`src/design/fragmentParams.svh`:
```
/*
 * fragment pipeline parameters
 * data widths, configuration register fields and function codes
 */
`ifndef FRAGMENT_PARAMS_SVH
`define FRAGMENT_PARAMS_SVH

// data widths
`define FB_INDEX_WIDTH     14
`define DEPTH_WIDTH        16
`define CHANNEL_WIDTH      4
`define CONF_ADDR_WIDTH    1
`define CONF_DATA_WIDTH    16
`define CHANNEL_MAX        4'd15

// function code widths
`define CMP_FUNC_WIDTH     3
`define TEX_ENV_WIDTH      2
`define BLEND_FACTOR_WIDTH 3

// register 0, test setup
`define REG0_DEPTH_FUNC_LSB  0
`define REG0_DEPTH_ENABLE    3
`define REG0_ALPHA_FUNC_LSB  4
`define REG0_ALPHA_REF_LSB   8

// register 1, shading setup
`define REG1_TEX_ENV_LSB     0
`define REG1_SRC_FACTOR_LSB  4
`define REG1_DST_FACTOR_LSB  8

// compare functions
`define CMP_ALWAYS   3'd0
`define CMP_NEVER    3'd1
`define CMP_LESS     3'd2
`define CMP_EQUAL    3'd3
`define CMP_LEQUAL   3'd4
`define CMP_GREATER  3'd5
`define CMP_NOTEQUAL 3'd6
`define CMP_GEQUAL   3'd7

// texture environment modes
`define TEX_ENV_DISABLE  2'd0
`define TEX_ENV_REPLACE  2'd1
`define TEX_ENV_MODULATE 2'd2
`define TEX_ENV_DECAL    2'd3

// blend factors, codes 6 and 7 behave as zero
`define BLEND_ZERO                3'd0
`define BLEND_ONE                 3'd1
`define BLEND_SRC_ALPHA           3'd2
`define BLEND_ONE_MINUS_SRC_ALPHA 3'd3
`define BLEND_DST_ALPHA           3'd4
`define BLEND_ONE_MINUS_DST_ALPHA 3'd5

`endif

```
`src/design/fragmentPkg.sv`:
```
/*
 * fragment pipeline types
 * vector types shared by the pipeline blocks, plus the channel saturation rule
 */
`include "fragmentParams.svh"

package fragmentPkg;

    typedef logic [`FB_INDEX_WIDTH-1:0]        fbIndexT;
    typedef logic [`DEPTH_WIDTH-1:0]           depthT;
    typedef logic [`CHANNEL_WIDTH-1:0]         channelT;
    // rgba4444, red in the top nibble, alpha in the low nibble
    typedef logic [4*`CHANNEL_WIDTH-1:0]       colorT;
    typedef logic [2*`CHANNEL_WIDTH-1:0]       productT;
    typedef logic [`CONF_DATA_WIDTH-1:0]       confWordT;
    typedef logic [`CMP_FUNC_WIDTH-1:0]        cmpFuncT;
    typedef logic [`TEX_ENV_WIDTH-1:0]         texEnvFuncT;
    typedef logic [`BLEND_FACTOR_WIDTH-1:0]    blendFactorT;

    // a*b + c*d + 15, then keep the upper nibble or clamp on carry
    function automatic channelT saturateSum(productT p0, productT p1);
        logic [2*`CHANNEL_WIDTH:0] sum;
        sum = {1'b0, p0} + {1'b0, p1} + (2*`CHANNEL_WIDTH+1)'(`CHANNEL_MAX);
        return sum[2*`CHANNEL_WIDTH] ? `CHANNEL_MAX
                                     : sum[2*`CHANNEL_WIDTH-1 -: `CHANNEL_WIDTH];
    endfunction

endpackage

```
`src/design/blendUnit.sv`:
```
/*
 * blender
 * weights source and frame buffer colors by alpha based factors and sums them
 */
`timescale 1ns/1ps
`include "fragmentParams.svh"

module blendUnit
    import fragmentPkg::*;
(
    input  logic        clk,
    input  logic        rst,
    input  blendFactorT srcFactor,
    input  blendFactorT dstFactor,
    input  colorT       srcColor,
    input  colorT       dstColor,
    input  logic        inValid,
    output colorT       blendColor,
    output logic        outValid
);

    localparam int CHANNELS = $bits(colorT) / `CHANNEL_WIDTH;

    channelT srcAlpha;
    channelT dstAlpha;
    channelT srcWeight;
    channelT dstWeight;
    productT srcProd [CHANNELS];
    productT dstProd [CHANNELS];
    logic    prodValid;

    // all factors are alpha based, so one weight serves every channel
    function automatic channelT selectFactor(blendFactorT code, channelT as, channelT ad);
        case (code)
            `BLEND_ONE:                 return `CHANNEL_MAX;
            `BLEND_SRC_ALPHA:           return as;
            `BLEND_ONE_MINUS_SRC_ALPHA: return `CHANNEL_MAX - as;
            `BLEND_DST_ALPHA:           return ad;
            `BLEND_ONE_MINUS_DST_ALPHA: return `CHANNEL_MAX - ad;
            default:                    return '0;
        endcase
    endfunction

    assign srcAlpha  = srcColor[0 +: `CHANNEL_WIDTH];
    assign dstAlpha  = dstColor[0 +: `CHANNEL_WIDTH];
    assign srcWeight = selectFactor(srcFactor, srcAlpha, dstAlpha);
    assign dstWeight = selectFactor(dstFactor, srcAlpha, dstAlpha);

    ////////////////////////////////////////////////////////////
    // stage one, weighted products
    ////////////////////////////////////////////////////////////
    always_ff @(posedge clk)
    begin
        for (int c = 0; c < CHANNELS; c++)
        begin
            srcProd[c] <= productT'(srcWeight)
                        * productT'(srcColor[c*`CHANNEL_WIDTH +: `CHANNEL_WIDTH]);
            dstProd[c] <= productT'(dstWeight)
                        * productT'(dstColor[c*`CHANNEL_WIDTH +: `CHANNEL_WIDTH]);
        end
    end

    ////////////////////////////////////////////////////////////
    // stage two, sum and saturate
    ////////////////////////////////////////////////////////////
    always_ff @(posedge clk)
    begin
        for (int c = 0; c < CHANNELS; c++)
            blendColor[c*`CHANNEL_WIDTH +: `CHANNEL_WIDTH] <= saturateSum(srcProd[c], dstProd[c]);
    end

    always_ff @(posedge clk)
    begin
        if (rst)
        begin
            prodValid <= 1'b0;
            outValid  <= 1'b0;
        end
        else
        begin
            prodValid <= inValid;
            outValid  <= prodValid;
        end
    end

endmodule

```
`src/design/compareFunc.sv`:
```
/*
 * compare function
 * evaluates one of the eight depth/alpha test functions
 */
`timescale 1ns/1ps
`include "fragmentParams.svh"

module compareFunc
    import fragmentPkg::*;
#(
    parameter int VALUE_WIDTH = 16
)
(
    input  cmpFuncT                func,
    input  logic [VALUE_WIDTH-1:0] value,
    input  logic [VALUE_WIDTH-1:0] reference,
    output logic                   passed
);

    logic less;
    logic equal;
    logic greater;

    assign less    = value < reference;
    assign equal   = value == reference;
    assign greater = value > reference;

    always_comb
    begin
        case (func)
            `CMP_NEVER:    passed = 1'b0;
            `CMP_LESS:     passed = less;
            `CMP_EQUAL:    passed = equal;
            `CMP_LEQUAL:   passed = less | equal;
            `CMP_GREATER:  passed = greater;
            `CMP_NOTEQUAL: passed = !equal;
            `CMP_GEQUAL:   passed = greater | equal;
            default:       passed = 1'b1;
        endcase
    end

endmodule

```
`src/design/confRegs.sv`:
```
/*
 * configuration registers
 * wishbone classic slave holding the test and shading setup words
 */
`timescale 1ns/1ps
`include "fragmentParams.svh"

module confRegs
    import fragmentPkg::*;
(
    input  logic                        clk,
    input  logic                        rst,
    input  logic                        wbCyc,
    input  logic                        wbStb,
    input  logic                        wbWe,
    input  logic [`CONF_ADDR_WIDTH-1:0] wbAdr,
    input  confWordT                    wbDatW,
    output logic                        wbAck,
    output confWordT                    wbDatR,
    output confWordT                    testConf,
    output confWordT                    shadeConf
);

    // texenv disable, source one, destination zero
    localparam confWordT SHADE_RESET =
        confWordT'({`BLEND_ZERO, 1'b0, `BLEND_ONE, 2'b00, `TEX_ENV_DISABLE});

    logic access;

    // one access per strobe, the ack itself closes the window
    assign access = wbCyc && wbStb && !wbAck;

    always_ff @(posedge clk)
    begin
        if (rst)
        begin
            wbAck     <= 1'b0;
            testConf  <= '0;
            shadeConf <= SHADE_RESET;
        end
        else
        begin
            wbAck <= access;
            if (access && wbWe)
            begin
                if (wbAdr == '0)
                    testConf <= wbDatW;
                else
                    shadeConf <= wbDatW;
            end
        end
    end

    // readback
    always_ff @(posedge clk)
    begin
        if (access && !wbWe)
            wbDatR <= (wbAdr == '0) ? testConf : shadeConf;
    end

endmodule

```
`src/design/fragmentPipeline.sv`:
```
/*
 * fragment pipeline top
 * frame buffer read, texture environment, depth and alpha tests,
 * blending and write back, one fragment per clock
 */
`timescale 1ns/1ps
`include "fragmentParams.svh"

module fragmentPipeline
    import fragmentPkg::*;
(
    input  logic                        clk,
    input  logic                        rst,
    input  logic                        wbCyc,
    input  logic                        wbStb,
    input  logic                        wbWe,
    input  logic [`CONF_ADDR_WIDTH-1:0] wbAdr,
    input  confWordT                    wbDatW,
    output logic                        wbAck,
    output confWordT                    wbDatR,
    input  logic                        fragValid,
    input  fbIndexT                     fragIndex,
    input  depthT                       fragDepth,
    input  colorT                       fragColor,
    input  colorT                       fragTexel,
    output fbIndexT                     colorIndexRead,
    output fbIndexT                     depthIndexRead,
    input  colorT                       colorIn,
    input  depthT                       depthIn,
    output fbIndexT                     colorIndexWrite,
    output fbIndexT                     depthIndexWrite,
    output logic                        colorWriteEnable,
    output logic                        depthWriteEnable,
    output colorT                       colorOut,
    output depthT                       depthOut,
    output logic                        fragBusy
);

    confWordT    testConf;
    confWordT    shadeConf;
    cmpFuncT     depthFunc;
    cmpFuncT     alphaFunc;
    logic        depthEnable;
    channelT     alphaRef;
    texEnvFuncT  texEnvMode;
    blendFactorT srcFactor;
    blendFactorT dstFactor;

    logic    s0Valid;
    fbIndexT s0Index;
    depthT   s0Depth;
    colorT   s0TriColor;
    colorT   s0Texel;
    logic    s1Valid;
    depthT   s1Depth;
    colorT   s1TriColor;
    colorT   s1Texel;
    fbIndexT s2Index;
    depthT   s2Depth;
    depthT   s2DepthIn;
    colorT   s2DstColor;
    fbIndexT s3Index;
    depthT   s3Depth;
    logic    s3DepthOk;
    colorT   s3DstColor;
    fbIndexT s4Index;
    depthT   s4Depth;
    logic    s4Write;
    fbIndexT s5Index;
    depthT   s5Depth;
    logic    s5Write;

    colorT      texColor;
    logic       texValid;
    colorT      blendColor;
    logic       blendValid;
    logic       depthPass;
    logic       alphaPass;
    logic [2:0] inFlight;

    confRegs u_confRegs (
        .clk       (clk),
        .rst       (rst),
        .wbCyc     (wbCyc),
        .wbStb     (wbStb),
        .wbWe      (wbWe),
        .wbAdr     (wbAdr),
        .wbDatW    (wbDatW),
        .wbAck     (wbAck),
        .wbDatR    (wbDatR),
        .testConf  (testConf),
        .shadeConf (shadeConf)
    );

    // register field decode
    assign depthFunc   = testConf[`REG0_DEPTH_FUNC_LSB +: `CMP_FUNC_WIDTH];
    assign depthEnable = testConf[`REG0_DEPTH_ENABLE];
    assign alphaFunc   = testConf[`REG0_ALPHA_FUNC_LSB +: `CMP_FUNC_WIDTH];
    assign alphaRef    = testConf[`REG0_ALPHA_REF_LSB +: `CHANNEL_WIDTH];
    assign texEnvMode  = shadeConf[`REG1_TEX_ENV_LSB +: `TEX_ENV_WIDTH];
    assign srcFactor   = shadeConf[`REG1_SRC_FACTOR_LSB +: `BLEND_FACTOR_WIDTH];
    assign dstFactor   = shadeConf[`REG1_DST_FACTOR_LSB +: `BLEND_FACTOR_WIDTH];

    ////////////////////////////////////////////////////////////
    // input, frame buffer read and depth test
    ////////////////////////////////////////////////////////////
    always_ff @(posedge clk)
    begin
        if (rst)
        begin
            s0Valid <= 1'b0;
            s1Valid <= 1'b0;
        end
        else
        begin
            s0Valid <= fragValid;
            s1Valid <= s0Valid;
        end
    end

    always_ff @(posedge clk)
    begin
        s0Index    <= fragIndex;
        s0Depth    <= fragDepth;
        s0TriColor <= fragColor;
        s0Texel    <= fragTexel;
        // read address doubles as the stage one index
        colorIndexRead <= s0Index;
        depthIndexRead <= s0Index;
        s1Depth    <= s0Depth;
        s1TriColor <= s0TriColor;
        s1Texel    <= s0Texel;
        s2Index    <= colorIndexRead;
        s2Depth    <= s1Depth;
        s2DepthIn  <= depthIn;
        s2DstColor <= colorIn;
        // dst color held one more cycle to meet the texenv result
        s3Index    <= s2Index;
        s3Depth    <= s2Depth;
        s3DstColor <= s2DstColor;
        s3DepthOk  <= depthPass || !depthEnable;
        s4Index    <= s3Index;
        s4Depth    <= s3Depth;
        s4Write    <= s3DepthOk && alphaPass;
        s5Index    <= s4Index;
        s5Depth    <= s4Depth;
        s5Write    <= s4Write;
    end

    compareFunc #(.VALUE_WIDTH(`DEPTH_WIDTH)) u_depthTest (
        .func      (depthFunc),
        .value     (s2Depth),
        .reference (s2DepthIn),
        .passed    (depthPass)
    );

    ////////////////////////////////////////////////////////////
    // shading
    ////////////////////////////////////////////////////////////
    texEnvUnit u_texEnvUnit (
        .clk      (clk),
        .rst      (rst),
        .mode     (texEnvMode),
        .triColor (s1TriColor),
        .texel    (s1Texel),
        .inValid  (s1Valid),
        .texColor (texColor),
        .outValid (texValid)
    );

    // alpha test on the texenv result
    compareFunc #(.VALUE_WIDTH(`CHANNEL_WIDTH)) u_alphaTest (
        .func      (alphaFunc),
        .value     (texColor[0 +: `CHANNEL_WIDTH]),
        .reference (alphaRef),
        .passed    (alphaPass)
    );

    blendUnit u_blendUnit (
        .clk        (clk),
        .rst        (rst),
        .srcFactor  (srcFactor),
        .dstFactor  (dstFactor),
        .srcColor   (texColor),
        .dstColor   (s3DstColor),
        .inValid    (texValid),
        .blendColor (blendColor),
        .outValid   (blendValid)
    );

    ////////////////////////////////////////////////////////////
    // write back and in-flight count
    ////////////////////////////////////////////////////////////
    always_ff @(posedge clk)
    begin
        if (rst)
        begin
            colorWriteEnable <= 1'b0;
            depthWriteEnable <= 1'b0;
        end
        else
        begin
            colorWriteEnable <= blendValid && s5Write;
            depthWriteEnable <= blendValid && s5Write && depthEnable;
        end
    end

    always_ff @(posedge clk)
    begin
        colorIndexWrite <= s5Index;
        depthIndexWrite <= s5Index;
        colorOut        <= blendColor;
        depthOut        <= s5Depth;
    end

    // at most six fragments between acceptance and write back
    always_ff @(posedge clk)
    begin
        if (rst)
            inFlight <= '0;
        else if (fragValid && !blendValid)
            inFlight <= inFlight + 3'd1;
        else if (!fragValid && blendValid)
            inFlight <= inFlight - 3'd1;
    end

    assign fragBusy = inFlight != '0;

endmodule

```
`src/design/texEnvUnit.sv`:
```
/*
 * texture environment combiner
 * mixes texel and triangle color per channel, two stages deep
 */
`timescale 1ns/1ps
`include "fragmentParams.svh"

module texEnvUnit
    import fragmentPkg::*;
(
    input  logic       clk,
    input  logic       rst,
    input  texEnvFuncT mode,
    input  colorT      triColor,
    input  colorT      texel,
    input  logic       inValid,
    output colorT      texColor,
    output logic       outValid
);

    localparam int CHANNELS = $bits(colorT) / `CHANNEL_WIDTH;

    channelT opA [CHANNELS];
    channelT opB [CHANNELS];
    channelT opC [CHANNELS];
    channelT opD [CHANNELS];
    productT prodAB [CHANNELS];
    productT prodCD [CHANNELS];
    logic    prodValid;

    ////////////////////////////////////////////////////////////
    // operand select, result is a*b + c*d
    ////////////////////////////////////////////////////////////
    always_comb
    begin
        channelT triCh;
        channelT texCh;
        channelT texAlpha;
        texAlpha = texel[0 +: `CHANNEL_WIDTH];
        // channel 0 is alpha
        for (int c = 0; c < CHANNELS; c++)
        begin
            triCh = triColor[c*`CHANNEL_WIDTH +: `CHANNEL_WIDTH];
            texCh = texel[c*`CHANNEL_WIDTH +: `CHANNEL_WIDTH];
            opA[c] = triCh;
            opB[c] = `CHANNEL_MAX;
            opC[c] = '0;
            opD[c] = '0;
            case (mode)
                `TEX_ENV_REPLACE:
                    opA[c] = texCh;
                `TEX_ENV_MODULATE:
                    opB[c] = texCh;
                `TEX_ENV_DECAL:
                begin
                    // alpha keeps the triangle value
                    if (c != 0)
                    begin
                        opB[c] = `CHANNEL_MAX - texAlpha;
                        opC[c] = texCh;
                        opD[c] = texAlpha;
                    end
                end
                default:
                    opA[c] = triCh;
            endcase
        end
    end

    ////////////////////////////////////////////////////////////
    // stage one products, stage two sum
    ////////////////////////////////////////////////////////////
    always_ff @(posedge clk)
    begin
        for (int c = 0; c < CHANNELS; c++)
        begin
            prodAB[c] <= productT'(opA[c]) * productT'(opB[c]);
            prodCD[c] <= productT'(opC[c]) * productT'(opD[c]);
        end
    end

    always_ff @(posedge clk)
    begin
        for (int c = 0; c < CHANNELS; c++)
            texColor[c*`CHANNEL_WIDTH +: `CHANNEL_WIDTH] <= saturateSum(prodAB[c], prodCD[c]);
    end

    always_ff @(posedge clk)
    begin
        if (rst)
        begin
            prodValid <= 1'b0;
            outValid  <= 1'b0;
        end
        else
        begin
            prodValid <= inValid;
            outValid  <= prodValid;
        end
    end

endmodule

```
`config.mk`:
```
export PLATFORM = sky130hd
export DESIGN_NAME = fragmentPipeline
export DESIGN_NICKNAME = d
export VERILOG_FILES = /design/src/design/fragmentPkg.sv /design/src/design/blendUnit.sv /design/src/design/compareFunc.sv /design/src/design/confRegs.sv /design/src/design/fragmentPipeline.sv /design/src/design/texEnvUnit.sv
export VERILOG_INCLUDE_DIRS = /design/src /design/src/design
export SDC_FILE = /design/constraint.sdc
export NUM_CORES = 1
export LEC_CHECK = 0
export CAP_MARGIN = 20
export CORE_MARGIN = 4
export CORE_UTILIZATION = 40
export CTS_BUF_LIST = sky130_fd_sc_hd__clkbuf_8 sky130_fd_sc_hd__clkbuf_16
export DETAILED_ROUTE_END_ITERATION = 7
export DONT_BUFFER_PORTS = 1
export SYNTH_ARGS = -nofsm -noshare
export SYNTH_HDL_FRONTEND = slang
export SYNTH_SLANG_ARGS = --single-unit
```
`constraint.sdc`:
```
create_clock -name clk -period 8.78 [get_ports clk]
set_clock_uncertainty 0.05 [all_clocks]
set_input_delay 1.317 -clock clk [delete_from_list [all_inputs] [get_ports clk]]
set_output_delay 1.317 -clock clk [all_outputs]
set_load 0.02 [all_outputs]
```
After elaboration in Yosys (flattened, before gate mapping)
Memory sizes are Yosys's and may differ from the RTL's.
Index checks and enable logic that the tools add are counted.
- muxes and demuxes: 19
- reduce and logical (&&, ||, !) cells: 21
- add/sub/neg operators: 21
- order comparisons: 4
- multipliers: 15
- bitwise operators: 5
- eq/ne operators: 29
- operator list (cell ; number):
    $mul 4x4->8 ; 15
    $add 8x8->9 ; 8
    $add 9x4->9 const B ; 8
    $pmux 4 s5 ; 2
    $eq 3x3->1 const B ; 12
    $mux 4 ; 9
    $eq 3x2->1 const B ; 8
    $pmux 4 s2 ; 3
    $eq 16x16->1 ; 1
    $gt 16x16->1 ; 1
    $lt 16x16->1 ; 1
    $mux 16 ; 1
    $pmux 1 s7 ; 2
    $eq 3x1->1 const B ; 4
    $sub 4x4->4 const A ; 3
    $logic_and 1x1->1 ; 9
    $logic_not 1->1 ; 7
    $mux 3 ; 2
    $eq 2x2->1 const B ; 2
    $eq 4x4->1 ; 1
    $gt 4x4->1 ; 1
    $lt 4x4->1 ; 1
    $or 1x1->1 ; 4
    $reduce_and 2->1 ; 2
    7 further kinds ; 7
- input bits: 117
- bits in registers: 433
- word-level logic and storage cells: 164
- output and inout port bits: 108
- memories kept: 4
- RAM bits: 128
- memory list (memory ; words ; width ; read ports ; clocked after Yosys merged registers in ; write ports ; line ; text):
    u_blendUnit.dstProd ; 4 ; 8 ; 4 ; 0 ; 4 ; blendUnit.sv:29 ; productT dstProd [CHANNELS];
    u_blendUnit.srcProd ; 4 ; 8 ; 4 ; 0 ; 4 ; blendUnit.sv:28 ; productT srcProd [CHANNELS];
    u_texEnvUnit.prodAB ; 4 ; 8 ; 4 ; 0 ; 4 ; texEnvUnit.sv:27 ; productT prodAB [CHANNELS];
    u_texEnvUnit.prodCD ; 4 ; 8 ; 4 ; 0 ; 4 ; texEnvUnit.sv:28 ; productT prodCD [CHANNELS];

Logic depth before layout (Yosys ltp)
- depth after elaboration: 4
- gate-level depth with buffers: 15
- mapped depth without buffers: 15

Modules after synthesis
Synthesis repeated with hierarchy kept, for this count alone.
- cells, all modules: 2137
- area total of the unflattened synthesis: 23288.6 µm²
- modules (own cells, without submodules) (module ; cells an instance ; area an instance (µm²) ; seq. area each (µm²) ; instances):
    fragmentPipeline ; 396 ; 7313.3 ; 6966.7 ; 1
    blendUnit ; 738 ; 6847.8 ; 1641.6 ; 1
    texEnvUnit ; 733 ; 6411.1 ; 1481.4 ; 1
    confRegs ; 183 ; 2078.2 ; 1141.1 ; 1
    compareFunc (u_depthTest) ; 67 ; 495.5 ; 0.0 ; 1
    compareFunc (u_alphaTest) ; 20 ; 142.6 ; 0.0 ; 1

Worst setup path after synthesis
OpenSTA, ideal clock, no wires.
- path kind: reg2reg
- from: reg u_confRegs.shadeConf[1]
- to: mem u_texEnvUnit.prodAB[2][7] (netlist bit)
- cell stages (with the launch flop): 16
- setup slack: 5.141 ns
- library setup time: 0.072 ns
- path buffers: 2
- clock period less this slack: 3.639 ns
- arrival time: 3.517 ns
- path through: dfxtp_1 inv_1 clkbuf_1 nor2_1 clkbuf_1 a21oi_1 o22a_1 fa_1 inv_1 fa_1 ha_1 a21o_1 a21oi_1 o21bai_1 a21oi_1 xnor2_1
- RTL lines (item ; line ; text):
    from (decl) ; confRegs.sv:21 ; output confWordT shadeConf
    from (signal assigned) ; confRegs.sv:49 ; shadeConf <= wbDatW;
    to (decl) ; texEnvUnit.sv:27 ;

==> out/qor.csv <==
stage,metric,value,unit
clocking,# hold bufs at CTS,0,
worst_setup_path,crit-path cells,inv_1 -> buf_4 -> nor2_1 -> a21oi_1 -> o22a_1 -> fa_1 -> inv_1 -> fa_1 -> ha_1 -> a21o_1 -> a21oi_1 -> o21bai_1 -> a21oi_1 -> xnor2_1,
floorplanning,width of the die,246,um
clocking,Num CTS Buffers,58,
yosys,"Seq/Total Area, Yosys",0.495,
sta,fmax,0.209,GHz
floorplanning,Core Area,0.0563,mm2
sta,Sum Neg Setup Slack,0,ns
clocking,# resized after CTS,0,
worst_setup_path,CP most frequent cell,a21oi_1,
sta,"Slew Viols, Final",0,
grt,vias in the first global route,13681,
worst_setup_path,CP max FO,25,
place,RePlAce Congestion,0.833,
yosys,top cell type's share of synthesized area,0.474,
worst_setup_path,Critical Path RT,9.25,ns
drt,Via Count,13757,
pwr,PnR Total Power,8.35,mW
pwr,total power per unit cell area,328,mW/mm2
floorplanning,top-level port count,225,
worst_setup_path,crit end category,flip-flop,
floorplanning,total die area,0.0606,mm2
sta,Tmin final,4.79,ns
worst_setup_path,"slowest stage delay, CP",0.98,ns
clocking,Root Driver,clkbuf_16,
yosys,main flop type after synthesis,dfxtp_1,
sta,period utilisation layout,0.545,
place,Final HPWL DP,30600,um
grt,first-pass GRT wire length,68200,um
yosys,largest cells by area after synthesis,"dfxtp_1 47%, ha_1 16%, fa_1 5.4%",
sta,Final setup viols,0,
finish,Fillers,5259,
drt,DR iter-0 viols,593,
finish,n_diodes,0,
yosys,Syn Nets,2554,
yosys,largest family of logic cells by synthesized area,adder cells,
sta,unrepaired setup endpoints after global routing,false,
worst_setup_path,CP Class,flip-flop to flip-flop,
finish,share of cells above drive strength 1,0.0700,
yosys,Post-Synthesis Cell Area,0.0227,mm2
worst_setup_path,worst r2r dst,u_texEnvUnit.prodAB[2][7],
drt,drt drc,0,
yosys,average size of a mapped cell,10.9,um2
clocking,post-CTS setup buffers,0,
drt,Antenna Nets Post-Route,0,
clocking,H-tree depth,2,
yosys,area share of fa/ha/maj cells after synthesis,0.215,
sta,Worst Tran Pin Value,1.01,ns
yosys,Post-synth EDFFs,16,
pwr,LEAKAGE,12.0,nW
min_path,hold_sp,s1Depth[13],
drt,Via density,4.77,
yosys,Post-Synthesis Cells,2084,
worst_setup_path,R2R Setup Slk,3.99,ns
min_path,Hold Path Depth,0,
finish,"Core Util, Final",0.452,
grt,"Remaining Overflow, GRT",0,
clocking,Clock Latency Late Sink,0.62,ns
yosys,Synthesis Warnings,0,
pwr,Peak VDD IR,0.000168,V
clocking,Clock Path Buffers,3,
worst_setup_path,slowest CP cell,dfxtp_1,
yosys,Synth Area in XOR/XNOR,0.0367,
clocking,"Reg clk slew, reported paths",0.07,ns
run_status,status,completed,
clocking,clk sinks,553,
grt,pin count of the biggest net entering global routing,61,
worst_setup_path,gate family responsible for the most delay along the worst path,adder cells,
finish,area grow syn2layout,12.2,%
sta,Rel. slew slack,0.323,
job,Maximum Capacitance Violations,0,
drt,Total Routed Length,41500,um
yosys,post-synth top area cell,dfxtp_1,
worst_setup_path,Critical Path AT,5.26,ns
min_path,hold path endpoint,s2Depth[13],
worst_setup_path,Startpoint Class,flip-flop,
yosys,mux cell area share after synthesis,0.00750,
worst_setup_path,CP Buf/Inv Count,3,
yosys,Synth cell types,51,
finish,Final Net Count,2549,
finish,footprint of the multi-input gates,0.0104,mm2
worst_setup_path,worst r2r src,u_confRegs.shadeConf[1],
sta,final hold vios,0,
worst_setup_path,Worst Reg-to-Reg Cells,14,
clocking,CTS tree,done,
yosys,Synth async-reset ratio,0,
yosys,Simple-Gate Fraction of Synth Area,0.100,
floorplanning,die extent in y,246,um
place,IO buf count,0,
yosys,register bit count reported by yosys,553,
drt,first drt pass iteration count,5,
grt,GRT Total Usage,0.137,
grt,initial antenna violation count,0,
yosys,Synth Area in Compound Gates,0.0971,
drt,WL/cell,14.4,um
floorplanning,Site Rows,87,
floorplanning,Initial Util,0.403,
min_path,Worst Hold Class,flip-flop to flip-flop,
finish,Register Area,0.0112,mm2
[state kept, by name, indices dropped and copies added (netlist names), 24 cells and up]
name	flops
u_texEnvUnit.prodAB	32
u_blendUnit.dstProd	32
u_texEnvUnit.prodCD	24
u_blendUnit.srcProd	32
[layer usage]
layer | vias to the layer above | GRT usage | wire length [um]
met5 | - | 0 | 0
met2 | 340 | 0.232 | 19800
met3 | 105 | 0.0262 | 2020
met4 | 0 | 0.0544 | 1380
li1 | 6908 | - | -
met1 | 6404 | 0.172 | 18300
[where the power goes]
group	total, mW	switching (mW)	internal, mW	leakage, nW
logic	2.54	1.33	1.22	6.33
registers	3.19	0.272	2.92	4.64
clock network	2.62	1.04	1.58	1.03
[cell usage in the layout (no fill, tap or decap), types with 16 or more instances in the layout]
master,count
nor2_1,69
edfxtp_1,16
nand2_1,154
dfxtp_1,537
xnor2_1,61
clkbuf_16,60
a21o_1,37
nor2b_1,24
ha_1,292
nand2b_1,35
a21oi_1,178
inv_1,191
o21bai_1,21
and2_1,126
xor2_1,34
fa_1,61
o22ai_1,43
[stage by stage]
step	cells	hold slack, ns	setup slack [ns]	area (um2)
2_1_floorplan	2084	0.260	5.14	22700
3_3_place_gp	2767	0.259	4.22	23300
3_5_place_dp	2772	0.262	4.08	23300
4_1_cts	2882	0.267	4.06	25400
5_1_grt	2885	0.263	3.63	25500
6_report	2885	0.266	3.99	25500
[worst max-delay path by stage]
stage | from | cells after the start | slack (ns) | endpoint
floorplan | u_confRegs.shadeConf[1] | 15 | 5.14 | u_texEnvUnit.prodAB[2][7]
global placement | u_confRegs.shadeConf[1] | 14 | 4.22 | u_texEnvUnit.prodAB[3][7]
detailed placement | u_confRegs.shadeConf[1] | 14 | 4.08 | u_texEnvUnit.prodAB[2][7]
CTS | u_confRegs.shadeConf[1] | 14 | 4.06 | u_texEnvUnit.prodAB[2][7]
global route | u_confRegs.shadeConf[1] | 14 | 3.63 | u_texEnvUnit.prodAB[2][7]
finish | u_confRegs.shadeConf[1] | 14 | 3.99 | u_texEnvUnit.prodAB[2][7]
[kinds of logic after synthesis]
kind of cell    Yosys count
buf+inv                 264
simple gates            450
xor+xnor                 95
compound gates          354
mux                      15
fa+ha+maj               353
flops                   553
[synthesized netlist by cell type, drive strengths merged (33+ instances only)]
| cell type | n |
|---|---|
| a21o | 37 |
| a21oi | 178 |
| and2 | 126 |
| buf | 33 |
| clkbuf | 44 |
| dfxtp | 537 |
| fa | 61 |
| ha | 292 |
| inv | 186 |
| nand2 | 154 |
| nand2b | 35 |
| nor2 | 69 |
| o22ai | 43 |
| xnor2 | 61 |
| xor2 | 34 |
[final cells by class]
type / count / share of cell area
Sequential cell: 553 / 0.441
Multi-Input combinational cell: 1267 / 0.407
Clock buffer: 67 / 0.0628
Tap cell: 756 / 0.0372
Inverter: 187 / 0.0276
Clock inverter: 43 / 0.0207
Timing Repair Buffer: 12 / 0.00369
[worst register-to-register path, cell delays in order (launching register included)]
cell and delay (ns):
dfxtp_1 0.98, inv_1 0.13, buf_4 0.25, nor2_1 0.70
a21oi_1 0.16, o22a_1 0.23, fa_1 0.53, inv_1 0.05
fa_1 0.53, ha_1 0.32, a21o_1 0.18, a21oi_1 0.21
o21bai_1 0.09, a21oi_1 0.17, xnor2_1 0.13
Note: power is estimated with default switching activity, not from simulation.
